--- src/source/fetch_pkg.sv ---
package fetch_pkg;

   ////////////////////
   // widths
   ////////////////////
   localparam int word_w = 16;
   localparam int addr_w = 16;
   localparam int reg_idx_w = 4;
   localparam int num_base_regs = 1 << reg_idx_w;

   // four slots per bundle, one bank per slot
   localparam int bundle_width = 4;
   localparam int imem_depth = 256;
   localparam int bank_depth = imem_depth / bundle_width;
   localparam int bank_bits = $clog2(bundle_width);
   localparam int row_bits = $clog2(bank_depth);

   // bundles the downstream can buffer
   localparam int credit_depth = 4;
   localparam int credit_w = $clog2(credit_depth + 1);

   ////////////////////
   // jump encoding
   ////////////////////
   localparam logic [3:0] jump_opcode = 4'hf;
   localparam int op_msb = 15;
   localparam int op_lsb = 12;
   // bit 0 set means register jump
   localparam int reg_flag_bit = 0;
   // pc relative offset
   localparam int imm_off_msb = 11;
   localparam int imm_off_lsb = 2;
   localparam int imm_off_w = imm_off_msb - imm_off_lsb + 1;
   // base register and its offset
   localparam int base_idx_msb = 11;
   localparam int base_idx_lsb = 8;
   localparam int reg_off_msb = 7;
   localparam int reg_off_lsb = 2;
   localparam int reg_off_w = reg_off_msb - reg_off_lsb + 1;

   typedef logic [word_w-1:0] word_t;
   typedef logic [addr_w-1:0] addr_t;
   typedef logic [reg_idx_w-1:0] reg_idx_t;
   typedef logic [bundle_width-1:0] slot_mask_t;
   typedef logic [bank_bits-1:0] slot_idx_t;
   typedef logic [row_bits-1:0] row_t;
   typedef logic [credit_w-1:0] credit_t;

   typedef enum logic [1:0] {
      idle,
      wait_base,
      issue_base
   } resolve_state_t;

endpackage

--- src/source/base_reg_file.sv ---
`timescale 1ns/1ps

module base_reg_file (
   input  logic                 clk,
   input  logic                 rst_n,
   input  logic                 wr_en,
   input  fetch_pkg::reg_idx_t  wr_idx,
   input  fetch_pkg::word_t     wr_data,
   input  logic                 rd_en,
   input  fetch_pkg::reg_idx_t  rd_idx,
   output fetch_pkg::word_t     rd_data
);
   import fetch_pkg::*;

   word_t regs [num_base_regs];

   ////////////////////
   // write port
   ////////////////////
   always_ff @(posedge clk or negedge rst_n) begin
      if (!rst_n) begin
         for (int i = 0; i < num_base_regs; i++)
            regs[i] <= '0;
      end else if (wr_en) begin
         regs[wr_idx] <= wr_data;
      end
   end

   ////////////////////
   // read port
   ////////////////////
   // one cycle latency, value held until the next read
   // same cycle write lands after the read, so old value
   always_ff @(posedge clk) begin
      if (rd_en)
         rd_data <= regs[rd_idx];
   end

endmodule

--- config.mk ---
export PLATFORM = sky130hd
export DESIGN_NAME = base_reg_file
export DESIGN_NICKNAME = d
export VERILOG_FILES = /design/src/source/fetch_pkg.sv /design/src/source/base_reg_file.sv
export SDC_FILE = /design/constraint.sdc
export NUM_CORES = 1
export LEC_CHECK = 0
export BUFFER_PORTS_ARGS = -buffer_cell sky130_fd_sc_hd__buf_2
export CORE_MARGIN = 1
export CORE_UTILIZATION = 40
export CTS_BUF_LIST = sky130_fd_sc_hd__clkbuf_2 sky130_fd_sc_hd__clkbuf_4 sky130_fd_sc_hd__clkbuf_8
export DETAILED_ROUTE_END_ITERATION = 8
export GPL_ROUTABILITY_DRIVEN = 0
export GPL_TIMING_DRIVEN = 0
export PLACE_DENSITY = 0.57
export SLEW_MARGIN = 0
export SYNTH_ARGS = -nofsm -noshare
export SYNTH_HDL_FRONTEND = slang
export SYNTH_SLANG_ARGS = --single-unit
--- constraint.sdc ---
create_clock -name clk -period 1.45 [get_ports clk]
set_input_delay 0.0725 -clock clk [delete_from_list [all_inputs] [get_ports clk]]
set_output_delay 0.0725 -clock clk [all_outputs]
set_load 0.05 [all_outputs]
==> flow_results.org, run 1 <==
** Floorplanning
- From left edge to right edge, the die measures 175 um.
- Row count :: 63
- Initial Util :: 40.5%
- Measured along the y axis, the die boundary spans 175 um.
- After floorplanning, the core was sized to cover 29600 um2.
- 44 I/O pins were placed.
- The floorplan step defined a die boundary enclosing 30700 um2.

** Synthesis
- Count of flip-flops with a built-in enable after synthesis :: 16
- Count of cell types in the netlist :: 22
- Dominant register cell in the synthesized netlist :: sky130_fd_sc_hd__dfrtp_1
- Post-synthesis instance total :: 727
- When the netlist entered floorplanning its net count stood at 755.
- In this run, synthesis produced a sequential element count of 272.
- Mean post-synth cell area :: 16.5 um2
- Yosys Warn Count :: 0
- Netlist area before placement :: 12000 um2
- Async set-reset flop share out of synthesis :: 94.1%
- Part of the Yosys area used for sequential elements :: 57.5%

** Clock tree
- Number of CTS-inserted buffers :: 45
- Clock-pin slew was measured on the worst setup and hold paths at 0.06 ns.
- The clock reaches the later pin of the worst-skew pair after 0.55 ns.
- Clock root buffer :: sky130_fd_sc_hd__clkbuf_8
- Total clock sinks :: 272
- Maximum count of clock buffers along a single path :: 3
- TritonCTS built the clock tree.
- # H-tree levels :: 2

** Placement
- Total cell area at the placement stage :: 12800 um2
- DP Worst Slack :: -0.856 ns
- Summed over all nets, the half-perimeter wirelength after detailed placement is 18900 um.
- Input and output buffers added on the ports amount to 39.

** Route
- Detailed-route wire length :: 27500 um
- Final ANT Viol Nets :: 0
- In this run, the number of DRC markers left after iteration 0 of detailed routing was 310.
- After detailed routing, the number of remaining DRC violations is 0.
- Via-to-Cell Ratio :: 5.32
- Routed length per placed instance :: 21.9 um
- Detailed-router iteration count before antenna repair :: 4
- The routed layout has 6704 vias.

** Setup path
- Required time worst endpoint :: 1.73 ns
- Worst reg-to-reg setup slack :: -0.05 ns
- The worst register-to-register path has a depth of 3.
- On the critical path, the stage with the largest delay is an instance of sky130_fd_sc_hd__mux4_2.
- In this run the worst setup path begins at regs[13]$_DFFE_PN0P_.
- Traced cell by cell, the critical path runs through mux4_2, a22oi_2, nand2_1.
- Reg2Reg Launch Point :: regs[13]$_DFFE_PN0P_
- Critical path data arrival time :: 1.79 ns
- Along the worst path, the maximum fanout reaches 2.
- The critical path is of the flip-flop to flip-flop type.
- In this run the critical register-to-register path is captured at rd_data[13]$_DFFE_PP_.
- Max stage delay on crit path :: 0.52 ns
- The worst setup path is launched from a flip-flop.
- Kind of capture point of the worst setup path :: flip-flop

** Cells and area
- Compared with the post-synthesis result, the final layout area differs by 17.6%.
- The final layout contains 863 nets.
- ANT cells :: 0
- Post-route standard cell area excluding fillers :: 14100 um2
- Layout cell share with drive strength beyond 1 :: 59.7%

** Timing
- Derived from the worst setup path, the maximum achievable clock frequency is 665 MHz.
- After layout, the minimum clock period comes to 1.50 ns.
- The count of final max-slew check failures is 0.
- Final clock skew :: 0.0125 ns
- For the pin with the worst max-slew slack, the measured transition is 0.876 ns.
- Worst path setup slack after routing :: -0.0541 ns
- Setup Viol. Count Final :: 5
- Number of hold violations in the final report :: 0
- Measured against its own limit, the worst slew margin works out to 41.6%.
- RSZ-0062 raised after global routing :: yes
- Of the available clock period, the critical path in the final layout requires 104%.

** Global routing
- All-Layer GR Usage :: 19.1%
- The first global-routing pass estimated 44600 um of wire.
- Entering global routing, the biggest net connects 133 pins.
- Total congestion overflow :: 0
- Number of global-route vias before repair :: 7721
- The initial antenna violation count is 0.

** Min path
- Hold Path Class :: input pin to flip-flop
- For hold timing, the worst endpoint is rd_data[8]$_DFFE_PP_.
- Min-Delay Startpoint :: rd_en
- Depth of the worst hold-timing path :: 1

** Outcome
- Run status :: complete, but fails checks
- Failing checks :: setup timing

** Power
- The analysis attributes to cell leakage a power of 6.01 nW.
- Portion of total power attributed to sequential cells :: 47.8%
- Max rail drop VDD :: 682 uV
- Power Density :: 1520 nW/um2
- Pint :: 16.0 mW
- Switching share of power :: 25.6%
- Combinational share of power :: 18.3%
- Clock power share :: 33.9%
- For this design the total switching power over the nets is 5.50 mW.

** Flow run
- The tool flagged a number of max-cap violations equal to 0.
-- worst max-delay path by stage --
stage               slack (ns)                    end  cells after the start
finish                   -0.05  rd_data[13]$_DFFE_PP_                      3
global route              -0.1  rd_data[12]$_DFFE_PP_                      3
CTS                      -0.03   rd_data[7]$_DFFE_PP_                      3
detailed placement       -0.86   rd_data[7]$_DFFE_PP_                      5
global placement         -3.85    regs[0]$_DFFE_PN0P_                      1
floorplan                 0.02   rd_data[0]$_DFFE_PP_                      5
-- through the flow --
step / hold slack (ns) / utilization (%) / instances / total power, mW / TNS [ns]
after floorplan: -0.223 / - / 727 / 13.0 / 0
after global placement: 0.388 / 43.0 / 1156 / 13.8 / -1029.82
after detailed placement: 0.239 / 43.1 / 1157 / 14.2 / -55.98
after CTS: 0.0284 / 47.5 / 1260 / 21.6 / -0.111
after global routing: 0.0281 / 47.7 / 1260 / 22.5 / -0.581
final: 0.0318 / 47.7 / 1260 / 21.5 / -0.181
-- power by group through the flow --
stage | Combinational [mW] | Clock, mW | Sequential (mW)
6_report | 3.92 | 7.28 | 10.3
5_1_grt | 4.24 | 7.81 | 10.5
4_1_cts | 3.93 | 7.45 | 10.2
3_5_place_dp | 3.77 | 0 | 10.4
3_3_place_gp | 3.58 | 0 | 10.2
2_1_floorplan | 2.65 | 0 | 10.3
-- timing repair --
action | CTS | global route
endpoints found under the hold margin | 220 | 0
hold buffers | 17 | 0
gates resized for setup | 18 | 15
setup endpoints to repair | 16 | 148
setup buffers | 4 | 0
pin swaps | 22 | 12
-- synthesized netlist by cell type (4+ instances only) --
cell type / instances / area [um2]
sky130_fd_sc_hd__nor2_2: 8 / 50.1
sky130_fd_sc_hd__a22oi_1: 32 / 240
sky130_fd_sc_hd__mux2_2: 256 / 2880
sky130_fd_sc_hd__clkbuf_1: 27 / 101
sky130_fd_sc_hd__nand2_1: 18 / 67.6
sky130_fd_sc_hd__edfxtp_1: 16 / 480
sky130_fd_sc_hd__mux4_2: 64 / 1440
sky130_fd_sc_hd__nand3b_1: 4 / 30.0
sky130_fd_sc_hd__dfrtp_1: 256 / 6410
sky130_fd_sc_hd__buf_2: 23 / 115
-- per-layer routing --
metal / track usage (%) / routed length, um / share of wire (%)
met4: 6.52 / 709 / 2.6
met1: 25.5 / 12200 / 44
met2: 31.7 / 13800 / 50
met3: 2.98 / 837 / 3.0
met5: 0 / 0 / 0
-- cell type report --
type / instances / area [um2]
buffer: 59 / 350
clock buffer: 78 / 986
clock inverter: 4 / 22.5
fill: 2502 / 15500
multi-input combinational: 396 / 4920
sequential: 272 / 6890
tap: 390 / 488
timing repair buffer: 61 / 438
-- placed cells by master, fill, tap and decap left out, drive strengths merged --
cell type	instances
nand2b	2
mux4	64
a22oi	32
buf	76
clkinv	3
dfrtp	256
and3	1
dlygate4sd3	17
clkinvlp	1
nor2b	2
mux2	256
or3	3
nand3b	4
nand3	1
nor3b	1
nor2	11
and2	1
edfxtp	16
nand2	18
clkbuf	105
-- flip-flops by register name (all words and copies together), names as in the netlist --
signal and cells:
rd_data 16, regs 256
-- worst max-delay path: cells and delay by family (launching register included) --
kind | cells | cell delay (ns)
and+or+nand+nor | 1 | 0.11
AOI/OAI and AO/OA | 1 | 0.24
muxes | 1 | 0.52
DFF | 1 | 0.37
-- logic make-up (layout without fill, tap and decap cells) --
kind of cell | Yosys count | after routing | share of synthesized area (%)
AOI/OAI and AO/OA | 32 | 32 | 2.00
DFF | 272 | 272 | 57.5
muxes | 320 | 320 | 36.1
and+or+nand+nor | 44 | 44 | 1.94
buffers and inverters | 59 | 202 | 2.50
(Power assumes the default switching activity.)
==> inputs of run 2 (changes only) <==
--- a/config.mk
+++ b/config.mk
@@ -7,12 +7,13 @@
 export LEC_CHECK = 0
 export BUFFER_PORTS_ARGS = -buffer_cell sky130_fd_sc_hd__buf_2
 export CORE_MARGIN = 1
-export CORE_UTILIZATION = 40
+export CORE_UTILIZATION = 50
 export CTS_BUF_LIST = sky130_fd_sc_hd__clkbuf_2 sky130_fd_sc_hd__clkbuf_4 sky130_fd_sc_hd__clkbuf_8
 export DETAILED_ROUTE_END_ITERATION = 8
 export GPL_ROUTABILITY_DRIVEN = 0
 export GPL_TIMING_DRIVEN = 0
-export PLACE_DENSITY = 0.57
+export PLACE_DENSITY = 0.68
+export SKIP_LAST_GASP = 1
 export SLEW_MARGIN = 0
 export SYNTH_ARGS = -nofsm -noshare
 export SYNTH_HDL_FRONTEND = slang
==> flow_results.org, run 2 (synthesized netlist as in run 1, its figures left out) <==
** Clock tree
- # H-tree levels :: 2 (unchanged)
- Number of CTS-inserted buffers :: 46 (+2.2%)
- Clock transition time at the flip-flop clock pins of the worst setup and hold paths :: 0.06 ns (about the same)
- The tree is rooted in a sky130_fd_sc_hd__clkbuf_8.
- TritonCTS built the clock tree.
- The clock insertion delay at the later pin of the skew report came to 0.55 ns (about the same).
- Maximum count of clock buffers along a single path :: 3 (unchanged)
- Total clock sinks :: 272 (unchanged)

** Placement
- Number of instances in the placed design :: 1086 (-6.1%)
- IO buf count :: 39 (unchanged)
- The placed wire-length estimate after detailed placement is 18100 um (-4.1%).

** Setup path
- Required time worst endpoint :: 1.74 ns (about the same)
- Worst-path maximum fanout :: 2 (unchanged)
- STA classifies the critical path endpoint as a flip-flop.
- Length in cells of the worst reg-to-reg path :: 3 (unchanged)
- The endpoint identified for the worst register-to-register timing path is rd_data[12]$_DFFE_PP_.
- In this run the critical register-to-register path is launched from regs[108]$_DFFE_PN0P_.
- Critical path data arrival time :: 1.80 ns (about the same)
- Worst reg-to-reg setup slack :: -0.06 ns (about the same)
- WS Path Type :: flip-flop to flip-flop
- STA classifies the critical path startpoint as a flip-flop.

** Cells and area
- The multi-input gate area in the final layout came to 4880 um2 (-0.86%).
- Reg with most FFs :: regs
- Relative to the synthesized area, the layout overhead comes to 16.2%.
- ANT cells :: 0 (unchanged)
- Number of standard cells in the layout, taps in and fillers out :: 1187 (-5.8%)
- Registers with the most flip-flops :: regs (256), rd_data (16)
- The flip-flop and latch area came to 6890 um2 (unchanged).
- Layout cell share with drive strength beyond 1 :: 58.4% (-1.2 points)
- In the layout the commonest cells are sky130_fd_sc_hd__mux2_2, sky130_fd_sc_hd__dfrtp_1, sky130_fd_sc_hd__mux4_2.
- Max FFs per register :: 256 (unchanged)
- Net count, final :: 860 (-0.35%)
- # fillers :: 1811 (-28%)

** Floorplanning
- The top-level I/O count was 44 (unchanged).
- The number of rows in the core area came to 56 (-11%).
- Placeable core region :: 23500 um2 (-21%)
- Die Area :: 24600 um2 (-20%)
- Initial Util :: 51.1% (+11 points)
- The die boundary width was 157 um (-10%).
- The height of the chip is 157 um (-10%).

** Power
- The leakage component of the power is 5.99 nW (-0.35%).
- Portion of total power attributed to sequential cells :: 48.2% (+0.4 points)
- Power Density :: 1530 nW/um2 (+0.41%)
- Combinational share of power :: 18.0% (-0.3 points)
- The peak supply drop is 760 uV (+11%).
- The power share of the clock group came to 33.7% (-0.2 points).
- The net load switching power is 5.41 mW (-1.5%).
- Pint :: 15.9 mW (-0.58%)
- Overall power consumption :: 21.3 mW (-0.81%)
- Switching share of power :: 25.4% (-0.17 points)

** Outcome
- Run status :: complete, but fails checks
- Failing checks :: setup timing

** Global routing
- The total routing resource utilization after global routing is 23.3% (+4.2 points).
- First-pass GRT wire length :: 42900 um (-3.8%)
- The initial antenna violation count was 0 (unchanged).
- Total congestion overflow :: 0 (unchanged)
- The largest net degree at the start of global routing is 137 (+3.0%).
- Number of global-route vias before repair :: 7590 (-1.7%)

** Timing
- The shortest clock period the worst path allows after layout was 1.51 ns (+0.00268 ns).
- The total of endpoints with negative setup slack in the final report is 6 (+1).
- Number of hold violations in the final report :: 0 (unchanged)
- Headroom to the max-slew limit :: 41.2% (-0.37 points)
- Final clock skew :: 0.0212 ns (+0.00861 ns)
- Final sum of negative setup slack :: -0.115 ns (+0.0663 ns)
- The worst hold slack across all endpoints is 0.0156 ns (-0.0162 ns).
- The worst-case setup margin in the final layout came to -0.0568 ns (-0.00268 ns).
- Slew @ Worst Pin :: 0.882 ns (+0.00556 ns)
- The upper clock frequency limit came to 664 MHz (-0.18%).
- Number of pins exceeding their max-slew limit in the final report :: 0 (unchanged)
- RSZ-0062 raised after global routing :: yes
- The share of the cycle needed by the critical path after routing came to 104% (+0.19 points).

** Min path
- The min-delay analysis places its worst path in the category input pin to flip-flop.
- Endpoint with the worst hold slack :: rd_data[11]$_DFFE_PP_
- Depth of the worst hold-timing path :: 1 (unchanged)
- Min-Delay Startpoint :: rd_en

** Route
- Via-to-Cell Ratio :: 5.68 (+6.8%)
- Routed length per placed instance :: 22.4 um (+2.4%)
- The total via count in the routed design is 6745 (+0.61%).
- The remaining design rule violation count is 0 (unchanged).
- Iteration-0 DRC count of the detailed router :: 337 (+8.7%)
- Detailed-route wire length :: 26500 um (-3.6%)
- Detailed-router iteration count before antenna repair :: 5 (+1)
- Final ANT Viol Nets :: 0 (unchanged)

** Flow run
- The number of maximum-capacitance violations came to 0 (unchanged).
-- run 2: worst max-delay path by stage --
stage	start	end	depth (start not counted)
6_report	regs[108]$_DFFE_PN0P_	rd_data[12]$_DFFE_PP_	3
5_1_grt	regs[73]$_DFFE_PN0P_	rd_data[9]$_DFFE_PP_	3
4_1_cts	regs[108]$_DFFE_PN0P_	rd_data[12]$_DFFE_PP_	3
3_5_place_dp	rd_idx[1]	rd_data[12]$_DFFE_PP_	5
3_3_place_gp	rst_n	regs[30]$_DFFE_PN0P_	1
2_1_floorplan	rd_idx[0]	rd_data[0]$_DFFE_PP_	5
-- run 2: final cells by class --
type | count | share of cell area, %
clock inverter | 5 | 0.180
timing repair buffer | 57 | 2.93
multi-input combinational | 396 | 35.1
tap | 319 | 2.87
buffer | 59 | 2.51
clock buffer | 79 | 7.00
sequential | 272 | 49.5
-- run 2: power by group through the flow --
| stage | clock network [mW] | registers (mW) | logic, mW |
|---|---|---|---|
| 4_1_cts | 7.35 | 10.3 | 3.84 |
| 6_report | 7.18 | 10.3 | 3.84 |
| 2_1_floorplan | 0 | 10.3 | 2.65 |
| 5_1_grt | 7.73 | 10.5 | 4.14 |
| 3_5_place_dp | 0 | 10.4 | 3.75 |
| 3_3_place_gp | 0 | 10.2 | 3.56 |
-- run 2: timing repair --
| action | 4_1_cts | 5_1_grt |
|---|---|---|
| endpoints found under the hold margin | 216 | 0 |
| pin swaps | 5 | 10 |
| gates resized for setup | 10 | 11 |
| hold buffers | 17 | 0 |
| endpoints found under the setup margin | 14 | 152 |
| setup buffers | 0 | 0 |
-- run 2: metrics by stage --
stage,util (%),cell area [um2],setup WS (ns)
floorplan,-,12000,0.0159
global placement,53.8,12600,-3.84
detailed placement,53.9,12700,-0.797
CTS,59.1,13900,-0.0520
global route,59.3,13900,-0.0755
finish,59.3,13900,-0.0568
-- run 2: worst max-delay path, cell delays in order (launching register included) --
cell and delay [ns]:
sky130_fd_sc_hd__dfrtp_1 0.40, sky130_fd_sc_hd__mux4_2 0.48, sky130_fd_sc_hd__a22oi_2 0.27, sky130_fd_sc_hd__nand2_1 0.11
-- run 2: routing by layer --
metal	up-vias	wire, um	part of all wire [%]	global-route usage, %
li1	2942	-	-	-
met1	3613	11300	43	30.6
met2	143	13600	51	39.5
met3	47	1100	4.1	3.79
met4	0	510	1.9	7.28
met5	-	0	0	0
